===== src/hdl/axi_settings.svh =====
`ifndef AXI_SETTINGS_SVH
`define AXI_SETTINGS_SVH

// Bus widths
`define AXI_ADDR_WIDTH 32
`define AXI_DATA_WIDTH 64
`define AXI_ID_WIDTH   4
`define AXI_STRB_WIDTH (`AXI_DATA_WIDTH / 8)

// Request queue between issue logic and bus master
`define REQ_FIFO_DEPTH 4

`endif


===== src/hdl/axi_pkg.sv =====
`include "axi_settings.svh"

package axi_pkg;

    typedef enum logic {
        OP_READ,
        OP_WRITE
    } mem_op_e;

    typedef enum logic [1:0] {
        SZ_BYTE,                                    // 00: 1 byte
        SZ_HALF,                                    // 01: 2 bytes
        SZ_WORD,                                    // 10: 4 bytes
        SZ_DWORD                                    // 11: 8 bytes
    } acc_size_e;

    typedef enum logic [1:0] {
        RESP_OKAY   = 2'b00,
        RESP_EXOKAY = 2'b01,
        RESP_SLVERR = 2'b10,
        RESP_DECERR = 2'b11
    } axi_resp_e;

    typedef enum logic [2:0] {
        ST_IDLE,
        ST_AR,
        ST_R,
        ST_AW_W,
        ST_B
    } master_state_e;

    localparam logic [1:0] BURST_INCR = 2'b01;

    typedef struct packed {
        mem_op_e                      op;
        acc_size_e                    size;
        logic [`AXI_ADDR_WIDTH-1:0]   addr;         // Full byte address
        logic [`AXI_DATA_WIDTH-1:0]   wdata;        // Already in its byte lane
        logic [`AXI_STRB_WIDTH-1:0]   wstrb;
    } mem_req_t;

    typedef struct packed {
        logic [`AXI_ID_WIDTH-1:0]     id;
        logic [`AXI_ADDR_WIDTH-1:0]   addr;
        logic [7:0]                   len;
        logic [2:0]                   size;
        logic [1:0]                   burst;
    } axi_ax_t;

    typedef struct packed {
        logic [`AXI_DATA_WIDTH-1:0]   data;
        logic [`AXI_STRB_WIDTH-1:0]   strb;
        logic                         last;
    } axi_w_t;

    typedef struct packed {
        logic [`AXI_ID_WIDTH-1:0]     id;
        axi_resp_e                    resp;
    } axi_b_t;

    typedef struct packed {
        logic [`AXI_ID_WIDTH-1:0]     id;
        logic [`AXI_DATA_WIDTH-1:0]   data;
        axi_resp_e                    resp;
        logic                         last;
    } axi_r_t;

endpackage


===== src/hdl/axi_rw_master.sv =====
`timescale 1ns/100ps
`include "axi_settings.svh"

module axi_rw_master import axi_pkg::*; (
    input  logic                         clock,
    input  logic                         reset_i,
    input  mem_req_t                     req_i,
    input  logic                         empty_i,
    output logic                         pop_o,
    output axi_ax_t                      aw_o,
    output logic                         aw_valid_o,
    input  logic                         aw_ready_i,
    output axi_w_t                       w_o,
    output logic                         w_valid_o,
    input  logic                         w_ready_i,
    input  axi_b_t                       b_i,
    input  logic                         b_valid_i,
    output logic                         b_ready_o,
    output axi_ax_t                      ar_o,
    output logic                         ar_valid_o,
    input  logic                         ar_ready_i,
    input  axi_r_t                       r_i,
    input  logic                         r_valid_i,
    output logic                         r_ready_o,
    output logic                         resp_valid_o,
    output logic [`AXI_DATA_WIDTH-1:0]   rdata_o,
    output axi_resp_e                    resp_o
);

    localparam int DW = `AXI_DATA_WIDTH;

    master_state_e               state_q;
    mem_req_t                    req_q;
    logic [`AXI_ID_WIDTH-1:0]    id_cnt_q;
    logic [`AXI_ID_WIDTH-1:0]    id_q;
    logic                        aw_done_q;
    logic                        w_done_q;
    logic                        resp_valid_q;
    logic [DW-1:0]               rdata_q;
    axi_resp_e                   resp_q;
    logic                        aw_fire;
    logic                        w_fire;
    logic                        r_fire;
    logic                        b_fire;
    axi_ax_t                     ax;

    // Move the addressed bytes down to bit 0 and clear the rest
    function automatic logic [DW-1:0] align_rdata(input logic [DW-1:0] data,
                                                  input logic [2:0] offset,
                                                  input acc_size_e size);
        logic [DW-1:0] shifted;
        shifted = data >> {offset, 3'b000};
        case (size)
            SZ_BYTE: return DW'(shifted[7:0]);
            SZ_HALF: return DW'(shifted[15:0]);
            SZ_WORD: return DW'(shifted[31:0]);
            default: return shifted;
        endcase
    endfunction

    assign pop_o   = (state_q == ST_IDLE) && !empty_i;
    assign aw_fire = aw_valid_o && aw_ready_i;
    assign w_fire  = w_valid_o && w_ready_i;
    assign r_fire  = r_valid_i && r_ready_o;
    assign b_fire  = b_valid_i && b_ready_o;

    always_comb begin
        ax.id    = id_q;
        ax.addr  = req_q.addr;
        ax.len   = 8'd0;                            // Single beat
        ax.size  = {1'b0, req_q.size};
        ax.burst = BURST_INCR;
    end

    assign aw_o       = ax;
    assign ar_o       = ax;
    assign w_o.data   = req_q.wdata;
    assign w_o.strb   = req_q.wstrb;
    assign w_o.last   = 1'b1;
    assign ar_valid_o = (state_q == ST_AR);
    assign aw_valid_o = (state_q == ST_AW_W) && !aw_done_q;
    assign w_valid_o  = (state_q == ST_AW_W) && !w_done_q;
    assign r_ready_o  = (state_q == ST_R);
    assign b_ready_o  = (state_q == ST_B);

    always_ff @(posedge clock) begin
        if (reset_i) begin
            state_q      <= ST_IDLE;
            id_cnt_q     <= '0;
            aw_done_q    <= 1'b0;
            w_done_q     <= 1'b0;
            resp_valid_q <= 1'b0;
        end else begin
            resp_valid_q <= 1'b0;
            case (state_q)
                ST_IDLE: begin
                    if (pop_o) begin
                        id_cnt_q  <= id_cnt_q + 1'b1;
                        aw_done_q <= 1'b0;
                        w_done_q  <= 1'b0;
                        state_q   <= (req_i.op == OP_READ) ? ST_AR : ST_AW_W;
                    end
                end
                ST_AR: begin
                    if (ar_ready_i) begin
                        state_q <= ST_R;
                    end
                end
                ST_R: begin
                    if (r_fire) begin
                        resp_valid_q <= 1'b1;
                        state_q      <= ST_IDLE;
                    end
                end
                ST_AW_W: begin
                    if (aw_fire) begin
                        aw_done_q <= 1'b1;
                    end
                    if (w_fire) begin
                        w_done_q <= 1'b1;
                    end
                    if ((aw_done_q || aw_fire) && (w_done_q || w_fire)) begin
                        state_q <= ST_B;
                    end
                end
                ST_B: begin
                    if (b_fire) begin
                        resp_valid_q <= 1'b1;
                        state_q      <= ST_IDLE;
                    end
                end
                default: state_q <= ST_IDLE;
            endcase
        end
    end

    always_ff @(posedge clock) begin
        if (pop_o) begin
            req_q <= req_i;
            id_q  <= id_cnt_q;
        end
        if (r_fire) begin
            rdata_q <= align_rdata(r_i.data, req_q.addr[2:0], req_q.size);
            resp_q  <= (r_i.id != id_q || !r_i.last) ? RESP_SLVERR : r_i.resp;
        end else if (b_fire) begin
            rdata_q <= '0;                          // Writes return no data
            resp_q  <= (b_i.id != id_q) ? RESP_SLVERR : b_i.resp;
        end
    end

    assign resp_valid_o = resp_valid_q;
    assign rdata_o      = rdata_q;
    assign resp_o       = resp_q;

endmodule


===== src/hdl/mem_req_issue.sv =====
`timescale 1ns/100ps
`include "axi_settings.svh"

module mem_req_issue import axi_pkg::*; (
    input  logic                         clock,
    input  logic                         reset_i,
    input  logic                         rd_valid_i,
    input  logic                         wr_valid_i,
    input  logic [`AXI_ADDR_WIDTH-1:0]   addr_i,
    input  acc_size_e                    size_i,
    input  logic [`AXI_DATA_WIDTH-1:0]   wdata_i,
    input  logic                         full_i,
    output logic                         ready_o,
    output logic                         push_o,
    output mem_req_t                     req_o
);

    logic                         req_valid;
    logic [2:0]                   offset;
    logic [`AXI_STRB_WIDTH-1:0]   base_strb;
    mem_req_t                     new_req;
    logic                         hold_valid_q;
    mem_req_t                     hold_q;

    assign req_valid = rd_valid_i | wr_valid_i;
    assign offset    = addr_i[2:0];

    always_comb begin
        case (size_i)
            SZ_BYTE: base_strb = 8'h01;
            SZ_HALF: base_strb = 8'h03;
            SZ_WORD: base_strb = 8'h0f;
            default: base_strb = 8'hff;
        endcase
    end

    always_comb begin
        new_req.op    = rd_valid_i ? OP_READ : OP_WRITE;  // Read wins
        new_req.size  = size_i;
        new_req.addr  = addr_i;
        new_req.wdata = wdata_i << {offset, 3'b000};
        new_req.wstrb = base_strb << offset;
    end

    // One request can wait here while the queue is full
    always_ff @(posedge clock) begin
        if (reset_i) begin
            hold_valid_q <= 1'b0;
        end else if (hold_valid_q) begin
            if (!full_i) begin
                hold_valid_q <= 1'b0;               // Drained into queue
            end
        end else if (req_valid && full_i) begin
            hold_valid_q <= 1'b1;
        end
    end

    always_ff @(posedge clock) begin
        if (!hold_valid_q && req_valid && full_i) begin
            hold_q <= new_req;
        end
    end

    assign ready_o = !full_i && !hold_valid_q;
    assign push_o  = !reset_i && !full_i && (hold_valid_q || req_valid);
    assign req_o   = hold_valid_q ? hold_q : new_req;

endmodule


===== src/hdl/req_fifo.sv =====
`timescale 1ns/100ps
`include "axi_settings.svh"

module req_fifo import axi_pkg::*; #(
    parameter int depth = `REQ_FIFO_DEPTH
) (
    input  logic       clock,
    input  logic       reset_i,
    input  logic       push_i,
    input  mem_req_t   data_i,
    input  logic       pop_i,
    output mem_req_t   data_o,
    output logic       empty_o,
    output logic       full_o
);

    localparam int PTR_W = (depth > 1) ? $clog2(depth) : 1;
    localparam int CNT_W = $clog2(depth + 1);

    mem_req_t               mem_q [depth];
    logic [PTR_W-1:0]       wr_ptr_q;
    logic [PTR_W-1:0]       rd_ptr_q;
    logic [CNT_W-1:0]       count_q;
    logic                   do_push;
    logic                   do_pop;

    assign empty_o = (count_q == '0);
    assign full_o  = (count_q == CNT_W'(depth));

    assign do_pop  = pop_i && !empty_o;
    assign do_push = push_i && (!full_o || do_pop);  // Full is fine if a pop frees a slot

    function automatic logic [PTR_W-1:0] next_ptr(input logic [PTR_W-1:0] ptr);
        if (ptr == PTR_W'(depth - 1)) begin
            return '0;
        end
        return ptr + 1'b1;
    endfunction

    always_ff @(posedge clock) begin
        if (reset_i) begin
            wr_ptr_q <= '0;
            rd_ptr_q <= '0;
            count_q  <= '0;
        end else begin
            if (do_push) begin
                wr_ptr_q <= next_ptr(wr_ptr_q);
            end
            if (do_pop) begin
                rd_ptr_q <= next_ptr(rd_ptr_q);
            end
            if (do_push && !do_pop) begin
                count_q <= count_q + 1'b1;
            end else if (do_pop && !do_push) begin
                count_q <= count_q - 1'b1;
            end
        end
    end

    always_ff @(posedge clock) begin
        if (do_push) begin
            mem_q[wr_ptr_q] <= data_i;
        end
    end

    assign data_o = mem_q[rd_ptr_q];                // Head record

endmodule


===== src/hdl/sim_top.sv =====
`timescale 1ns/100ps
`include "axi_settings.svh"

module sim_top import axi_pkg::*; (
    input  logic                         clock,
    input  logic                         reset_i,
    input  logic                         cpu_rd_valid_i,
    input  logic                         cpu_wr_valid_i,
    input  logic [`AXI_ADDR_WIDTH-1:0]   cpu_addr_i,
    input  acc_size_e                    cpu_size_i,   // 00:1B 01:2B 10:4B 11:8B
    input  logic [`AXI_DATA_WIDTH-1:0]   cpu_wdata_i,
    output logic                         cpu_ready_o,
    output logic                         cpu_resp_valid_o,
    output logic [`AXI_DATA_WIDTH-1:0]   cpu_rdata_o,
    output axi_resp_e                    cpu_resp_o,
    output axi_ax_t                      aw_o,
    output logic                         aw_valid_o,
    input  logic                         aw_ready_i,
    output axi_w_t                       w_o,
    output logic                         w_valid_o,
    input  logic                         w_ready_i,
    input  axi_b_t                       b_i,
    input  logic                         b_valid_i,
    output logic                         b_ready_o,
    output axi_ax_t                      ar_o,
    output logic                         ar_valid_o,
    input  logic                         ar_ready_i,
    input  axi_r_t                       r_i,
    input  logic                         r_valid_i,
    output logic                         r_ready_o
);

    logic       push;
    logic       pop;
    logic       full;
    logic       empty;
    mem_req_t   issue_req;
    mem_req_t   head_req;

    mem_req_issue u_issue (
        .clock      (clock          ),
        .reset_i    (reset_i        ),
        .rd_valid_i (cpu_rd_valid_i ),
        .wr_valid_i (cpu_wr_valid_i ),
        .addr_i     (cpu_addr_i     ),
        .size_i     (cpu_size_i     ),
        .wdata_i    (cpu_wdata_i    ),
        .full_i     (full           ),
        .ready_o    (cpu_ready_o    ),
        .push_o     (push           ),
        .req_o      (issue_req      )
    );

    req_fifo #(
        .depth      (`REQ_FIFO_DEPTH)
    ) u_fifo (
        .clock      (clock          ),
        .reset_i    (reset_i        ),
        .push_i     (push           ),
        .data_i     (issue_req      ),
        .pop_i      (pop            ),
        .data_o     (head_req       ),
        .empty_o    (empty          ),
        .full_o     (full           )
    );

    axi_rw_master u_master (
        .clock        (clock            ),
        .reset_i      (reset_i          ),
        .req_i        (head_req         ),
        .empty_i      (empty            ),
        .pop_o        (pop              ),
        .aw_o         (aw_o             ),
        .aw_valid_o   (aw_valid_o       ),
        .aw_ready_i   (aw_ready_i       ),
        .w_o          (w_o              ),
        .w_valid_o    (w_valid_o        ),
        .w_ready_i    (w_ready_i        ),
        .b_i          (b_i              ),
        .b_valid_i    (b_valid_i        ),
        .b_ready_o    (b_ready_o        ),
        .ar_o         (ar_o             ),
        .ar_valid_o   (ar_valid_o       ),
        .ar_ready_i   (ar_ready_i       ),
        .r_i          (r_i              ),
        .r_valid_i    (r_valid_i        ),
        .r_ready_o    (r_ready_o        ),
        .resp_valid_o (cpu_resp_valid_o ),
        .rdata_o      (cpu_rdata_o      ),
        .resp_o       (cpu_resp_o       )
    );

endmodule


===== config.mk =====
export PLATFORM = sky130hd
export DESIGN_NAME = sim_top
export DESIGN_NICKNAME = d
export VERILOG_FILES = /design/src/hdl/axi_pkg.sv /design/src/hdl/axi_rw_master.sv /design/src/hdl/mem_req_issue.sv /design/src/hdl/req_fifo.sv /design/src/hdl/sim_top.sv
export VERILOG_INCLUDE_DIRS = /design/src /design/src/hdl
export SDC_FILE = /design/constraint.sdc
export NUM_CORES = 1
export LEC_CHECK = 0
export BUFFER_PORTS_ARGS = -buffer_cell sky130_fd_sc_hd__buf_4
export CORE_ASPECT_RATIO = 0.8
export CORE_UTILIZATION = 55
export CTS_BUF_LIST = sky130_fd_sc_hd__clkbuf_2 sky130_fd_sc_hd__clkbuf_4 sky130_fd_sc_hd__clkbuf_8
export DETAILED_ROUTE_END_ITERATION = 10
export GPL_TIMING_DRIVEN = 0
export PLACE_DENSITY = 0.77
export SYNTH_ARGS = -nofsm -noshare
export SYNTH_HDL_FRONTEND = slang
export SYNTH_SLANG_ARGS = --single-unit

===== constraint.sdc =====
create_clock -name clock -period 13.1 [get_ports clock]
set_input_delay 0 -clock clock [delete_from_list [all_inputs] [get_ports clock]]
set_output_delay 0 -clock clock [all_outputs]
set_load 0.1 [all_outputs]

* Word-level counts from Yosys, hierarchy flattened
Memory sizes are Yosys's and may differ from the RTL's. A register that Yosys moved wholly into a read port is not among the register bits.
Cells that the tools add are included.
** Storage, ports and cells
- Memory bits (writable) :: 428
- Bits of input ports :: 184
- Word-level logic and storage cells :: 138
- Output and inout port bits :: 244
- Bits in registers :: 301
- Memories :: 1
** Operators by class
- Bitwise logic cells :: 1
- $add $sub $neg :: 5
- Reduce and logical (&&, ||, !) cells :: 43
- Equal/unequal tests :: 20
- Shift-type cells :: 3
- Mux-type cells :: 44
** Memory list
- u_fifo.mem_q :: depth 4, width 107, read ports 1, clocked after memory_dff 1, wr ports 1, line req_fifo.sv:20 : mem_req_t mem_q [depth];
** Operators with widths (number)
- case mux 64 bit (3 select lines) :: 1
- 2-to-1 mux 64 bit :: 2
- 2-to-1 mux 107 bit :: 1
- << shifter 64 x 6 -> 64 bit :: 1
- >> shifter 64 x 6 -> 64 bit :: 1
- case mux 8 bit (3 select lines) :: 1
- 2-to-1 mux 2 bit :: 11
- 2-to-1 mux 3 bit :: 7
- logical AND 1 bit :: 18
- 2-to-1 mux 1 bit :: 17
- case mux 3 bit (5 select lines) :: 1
- logical NOT 1 bit :: 9
- == test 2 bit, second input constant :: 4
- inequality test 2 bit, second input constant :: 4
- inequality test 4 bit :: 2
- << shifter 8 x 3 -> 8 bit :: 1
- == test 3 x 2 -> 1 bit, second input constant :: 2
- == test 3 bit, second input constant :: 2
- logical NOT 3 bit :: 2
- inequality test 2 x 1 -> 1 bit, second input constant :: 3
- case mux 1 bit (2 select lines) :: 3
- AND reduction 3 bit :: 2
- nonzero test 2 bit :: 3
- logical OR 1 bit :: 5
- other kinds (10) :: 13

* Depth between registers and ports, before layout
Gate-level depths: netlist (run 1).
- Word-level depth :: 10
- Mapped depth :: 10
- Mapped depth without buffers :: 9

* Cells and area by module
From an unflattened synthesis (run 1), not the netlist that was laid out.
** Second synthesis, totals
- Cell total of the unflattened synthesis :: 1785
- Area total of the unflattened synthesis :: 30725.7 um2
** Modules (own cells, without submodules)
- req_fifo :: instances 1, cells each 606, sequential area each 13032.5 um2, area an instance 15885.2 um2
- axi_rw_master :: instances 1, cells each 581, sequential area each 5485.3 um2, area an instance 8216.6 um2
- mem_req_issue :: instances 1, cells each 598, sequential area each 3233.1 um2, area an instance 6623.9 um2

* Worst setup path before layout (run 1)
Ideal clock, no wire load.
- Path type :: register -> register
- Start point :: reg u_issue.hold_valid_q
- End point :: reg u_issue.hold_q[0] (netlist name), enable pin
- Path slack :: 4304 ps
- Buffers on the path :: 3
- Clock period less this slack :: 8796 ps
- Setup time :: 705 ps
- Stages on the path, launching flop included :: 5
- Required time :: 12395 ps
- Arrival time :: 8091 ps
- Path through :: dfxtp_1 buf_2 clkbuf_1 clkbuf_1 nor3_1
** On the way
- Word-level cells in the longest chain between the ends :: 3
** RTL lines
- start, declared :: line mem_req_issue.sv:22 : logic hold_valid_q;
- start signal, assigned :: line mem_req_issue.sv:48 : hold_valid_q <= 1'b0;
- start signal, assigned :: line mem_req_issue.sv:51 : hold_valid_q <= 1'b0;
- start signal, assigned :: line mem_req_issue.sv:54 : hold_valid_q <= 1'b1;
- logical NOT 1 bit :: line mem_req_issue.sv:59 : if (!hold_valid_q && req_valid && full_i) begin
- logical AND 1 bit (2 in series) :: line mem_req_issue.sv:59
- end signal, assigned :: line mem_req_issue.sv:60 : hold_q <= new_req;
- end, declared :: line mem_req_issue.sv:23 : mem_req_t hold_q;
Every way passes these cells.
A chain may end at the register's enable or synchronous reset.

* Final worst setup path (run 1)
- Start point :: reg u_issue.hold_valid_q
- End point :: out cpu_ready_o
** On the way
- Word-level cells in the longest chain between the ends :: 2
** RTL lines
- logical NOT 1 bit :: line mem_req_issue.sv:64 : assign ready_o = !full_i && !hold_valid_q;
- logical AND 1 bit :: line mem_req_issue.sv:64
- end, declared :: line sim_top.sv:12 : output logic cpu_ready_o,
Every way passes these cells.

==> impl_metrics.ini, run 1 <==
[clocking]
clock-sinks = 731
post_cts_resize_count = 0
clkLatencyLatePin_ns = 0.70
tritoncts = yes
htreeDepth = 3
clockBufferDepth = 3
clk_pin_slew_ns = 0.06
cts-root-buf = clkbuf_8
cts_inserted_buffers = 108

[hold_path]
min_path_type = input pin to register

[route]
drcViolationCount = 0
drt-total-wl_um = 83300
vias = 19000
antenna_left = 0
dr.pass1.iters = 6
drt_iter0_markers = 2060
wire_per_inst_um = 25.4
via_per_inst = 5.82

[global_route]
grt_start_max_net_pins = 71
busiest_layer = met2
met2_usage_pct = 44.3
globalRouteOverflowTotal = 0
grt_use_met3_pct = 8.48
grtUsageTotal_pct = 29.5
grt_pass1_wl_um = 121000
antenna_found_initial = 2
grt_pass1_vias = 19000
grt_use_met1_pct = 42.2

[layout]
fillerInstances = 3377
final_net_count = 2645
final_util_pct = 72.6
most-common-layout-cells = edfxtp_1, buf_4, dlygate4sd3_1
drive_gt1_share_pct = 38.8
syn_to_final_growth_pct = 29.1
final_common_cell = edfxtp_1

[floorplanning]
die_x_um = 266
io_pins = 428
initial_core_util_pct = 56.2
die_area_mm2 = 0.0566
coreArea_mm2 = 0.0544
die_y_um = 213
rows = 76

[synth]
async_flop_share_pct = 0
synth_edf_count = 711
netlist_area_mm2 = 0.0306
ys_seq_area_share_pct = 71.1
synth-main-ff-cell = edfxtp_1
syn_area_per_cell_um2 = 18.5
synthCells = 1656
yosysUniqueCellTypes = 63
synth_seq_cells = 731
yosys_warnings = 0

[timing]
rsz0062_at_grt = false
hold_violations = 0
finalClockSkew_ns = 0.0260
period_share_pct = 25.8
min_period_ns = 3.38
setup_viol = 0
slew_viol_final = 0
worst_pin_slew_ns = 1.37
slew-limit-headroom_pct = 7.92
max_freq_ghz = 0.296
holdWs_ns = 0.0589

[place]
io_buffer_count = 404
dp.final_hpwl_um = 56600
routabilityCongestion = 1.01

[setup_path]
critPathKind = register to output pin
cp.required_ns = 13.10
crit_arrival_ns = 3.38
cp-start-kind = register
end_kind = output pin
crit_fanout = 10

[power]
peakVddDrop_uv = 255
leakage_nw = 14.3
power.density_mw_per_mm2 = 245

[run]
drv_cap = 0

[run_status]
status = finished, final reports clean
[cells in the mapped netlist (all sizes together) (2+ instances only)]
cell     count  area (um2)
edfxtp     711       21400
mux4       134        3020
buf        130         872
mux2       119        1370
mux2i       80         801
nor2        74         278
nand2       69         259
clkbuf      27         101
a21oi       24         120
and2        22         138
o31ai       22         165
dfxtp       20         400
nor2b       19         119
o22ai       19         119
nor3        16        85.1
o21ai       15        75.1
nand2b      13        81.3
o211ai      12        95.1
a2bb2oi     10         131
inv         10        37.5
a32o         9        90.1
and3         9        56.3
or2          9        56.3
a221oi       8         114
a222oi       8        80.1
o2bb2ai      8        70.1
a31oi        7        43.8
ha           7        87.6
xor2         7        61.3
a22oi        6        45.0
xnor2        6        52.6
or3          5        31.3
nand3        3        15.0
conb         2        7.51
[report_power, final]
group / switching (mW) / total [mW] / internal, mW
combinational: 3.21 / 4.47 / 1.26
sequential: 0.179 / 3.43 / 3.25
clock: 0.855 / 1.77 / 0.919
total: 4.24 / 9.67 / 5.43
[metal layers]
layer,vias up,wire length [um]
li1,8176,-
met1,9729,34900
met2,987,38300
met3,147,7920
met4,0,2130
met5,-,0
[worst paths after layout]
| path | startpoint | endpoint | slack (ns) | cells past startpoint |
|---|---|---|---|---|
| setup / recovery | u_issue.hold_valid_q$_SDFF_PP0_ | cpu_ready_o | 9.72 | 6 |
| hold / removal | cpu_addr_i[12] | u_issue.hold_q[84]$_DFFE_PP_ | 0.06 | 2 |
| setup reg to reg | u_master.ar_o[13]$_DFFE_PP_ | u_master.rdata_o[19]$_SDFFCE_PN0P_ | 9.78 | 9 |
| hold reg to reg | u_master.id_cnt_q[3]$_SDFFE_PP0P_ | u_master.id_q[3]$_DFFE_PP_ | 0.47 | 0 |
[area by class of cell]
class                   instances  area [um2]  share of cell area (%)
plain buffers                 157         977                    2.47
well taps                     741         927                    2.35
clock inverters                45         284                   0.719
flip-flops and latches        731       21800                    55.1
inverters                      11        41.3                   0.105
multi-input cells             778        7920                    20.1
repair buffers                666        5820                    14.7
clock buffers                 144        1770                    4.48
diodes                          1        2.50                 0.00634
[state kept, by name, indices dropped and copies added, names as in the netlist, 4 cells and up, named ones only]
signal             cells
u_master.rdata_o      64
u_master.ar_o         34
u_fifo.mem_q         428
u_master.w_o          72
u_master.id_q          4
u_master.id_cnt_q      4
u_issue.hold_q       107
[critical path, stage by stage, from the launching register on]
cell and delay, ns:
dfxtp_1 0.31, buf_2 0.26, clkbuf_1 0.60, buf_2 0.38, buf_1 0.63, a21oi_1 0.19, buf_4 0.30
[repair_timing]
item                                   in CTS  in global routing
endpoints found under the hold margin     404                  2
hold buffers                              240                  2
buffers inserted                            0                  0
[metrics by stage]
step	area [um2]	total power, mW	setup TNS [ns]	setup WS, ns	cells
floorplan	30700	6.72	0	4.30	1677
global placement	34600	7.74	-113.81	-1.08	2822
detailed placement	35000	7.77	0	9.96	2842
CTS	39500	9.68	0	9.73	3271
global route	39500	9.97	0	9.60	3274
finish	39500	9.67	0	9.72	3274
[cells by family after synthesis]
logic type               share of synthesized area, %
other                                          0.0246
adder cells (fa/ha/maj)                         0.352
AO/OA/AOI/OAI                                    4.00
XOR/XNOR                                        0.372
multiplexers                                     17.0
AND/OR/NAND/NOR                                  3.84
buffers and inverters                            3.32
flip-flops                                       71.1
(Power assumes the default switching activity.)
==> inputs of run 2 (changes only) <==
CORE_UTILIZATION = 54   (was 55)
PLACE_DENSITY = 0.79   (was 0.77)
clock period = 3 ns   (was 13.1 ns; I/O delays follow)
==> run 2 against run 1 <==
Core utilization down 1.4 points. Sequential cell count unchanged. Clock-buffer cell count up 6. Global-route usage down 0.22 points. Critical path depth up 1. Combinational power rose to 4.4 times the previous value. Cell area up 0.16%. Via count up 0.35%. Clock skew up 0.0086 ns. Power rose to 4.4 times the previous value. Hold slack better by 0.0063 ns. Largest power group unchanged.
==> impl_metrics.ini, run 2 (synthesis gave the netlist of run 1 again) <==
[power]
total_power_mw = 42.6
power.density_mw_per_mm2 = 1080
peakVddDrop_uv = 1210
leakage_nw = 14.3

[floorplanning]
die_x_um = 268
io_pins = 428
die_area_mm2 = 0.0576
coreArea_mm2 = 0.0556
die_y_um = 215
rows = 77
initial_core_util_pct = 55.0

[clocking]
htreeDepth = 3
tritoncts = yes
cts-root-buf = clkbuf_8
cts_inserted_buffers = 107
clkLatencyLatePin_ns = 0.70
clk_pin_slew_ns = 0.07
clock-sinks = 731
clockBufferDepth = 3

[layout]
syn_to_final_growth_pct = 29.4
most-common-layout-cells = edfxtp_1, buf_4, dlygate4sd3_1
fillerInstances = 3445
final_common_cell = edfxtp_1
drive_gt1_share_pct = 39.1
fin_area_mm2 = 0.0396
final_net_count = 2627
seq_area_mm2 = 0.0218
regMostFlops = u_fifo.mem_q
largest_reg_flops = 428
final_util_pct = 71.2
instances_no_fill = 3268
multi_input_area_mm2 = 0.00794

[run_status]
status = finished, final reports clean

[place]
io_buffer_count = 404
routabilityCongestion = 1.01
dp.final_hpwl_um = 57000
place_worst_setup_slack_ns = 0.116
dp_cells = 2845
place_area_mm2 = 0.0350

[setup_path]
cp.required_ns = 3.44
crit_fanout = 10
critPathKind = register to register
cp-start-kind = register
regToRegSetupSlack_ns = 0.1
crit_arrival_ns = 3.34
end_kind = register

[route]
antenna_left = 0
drt-total-wl_um = 84000
dr.pass1.iters = 6
vias = 19100
drt_iter0_markers = 2010
wire_per_inst_um = 25.7
drcViolationCount = 0
via_per_inst = 5.85

[global_route]
grt_start_max_net_pins = 67
grt_pass1_wl_um = 123000
antenna_found_initial = 1
globalRouteOverflowTotal = 0
grtUsageTotal_pct = 29.3
grt_pass1_vias = 19300

[timing]
setup_ws_ns = 0.0957
period_share_pct = 96.8
holdWs_ns = 0.0652
slew_viol_final = 0
worst_pin_slew_ns = 1.29
max_freq_ghz = 0.344
min_period_ns = 2.90
setup_viol = 0
slew-limit-headroom_pct = 13.4
finalSetupTns_ns = 0
hold_violations = 0
finalClockSkew_ns = 0.0346

[hold_path]
min_path_type = input pin to register

[run]
drv_cap = 0
run 2: changes by cell type in the layout (fill, tap and decap cells not counted), sizes merged:
| cell | previous run | this run |
|---|---|---|
| clkinv | 37 | 33 |
| dlygate4sd3 | 242 | 231 |
| clkbuf | 171 | 177 |
| diode | 1 | 2 |
| buf | 554 | 548 |
| clkinvlp | 3 | 2 |
| inv | 14 | 11 |
| bufinv | 2 | 5 |
run 2: final cells by class:
cell class              count  share of cell area [%]
flip-flops and latches    731                    55.0
multi-input cells         778                    20.1
repair buffers            649                    14.4
clock buffers             150                    4.68
plain buffers             157                    2.55
well taps                 750                    2.37
clock inverters            40                   0.822
inverters                  11                   0.104
diodes                      2                  0.0127
run 2: final timing paths:
path | cells past startpoint | start | to
setup / recovery | 7 | u_master.ar_o[13]$_DFFE_PP_ | u_master.rdata_o[34]$_SDFFCE_PN0P_
hold / removal | 2 | cpu_addr_i[19] | u_issue.hold_q[91]$_DFFE_PP_
setup reg to reg | 7 | u_master.ar_o[13]$_DFFE_PP_ | u_master.rdata_o[34]$_SDFFCE_PN0P_
hold reg to reg | 0 | u_master.id_cnt_q[3]$_SDFFE_PP0P_ | u_master.id_q[3]$_DFFE_PP_
run 2: critical path, cell delays in order, from the launching register on:
cell	delay [ns]
edfxtp_1	0.45
buf_4	0.28
buf_6	0.20
buf_2	0.31
mux2_2	0.40
dlygate4sd3_1	0.67
o21ai_0	0.27
nor2_1	0.07
run 2: power by group:
group	internal, mW	switching (mW)	total [mW]
clock network	4.41	3.69	8.10
registers	14.2	0.799	15.0
logic	5.44	14.0	19.5
run 2: layer usage:
metal | vias to the layer above | wire length [um] | GRT usage (%)
met2 | 1074 | 39500 | 44.8
met4 | 0 | 2210 | 9.39
met5 | - | 0 | 0
li1 | 8158 | - | -
met1 | 9709 | 34700 | 41.4
met3 | 164 | 7530 | 7.48
run 2: timing repair:
item,CTS,global route
endpoints found under the setup margin,0,10
endpoints found under the hold margin,416,0
gates resized for setup,0,5
hold buffers,231,0
setup buffers,0,0
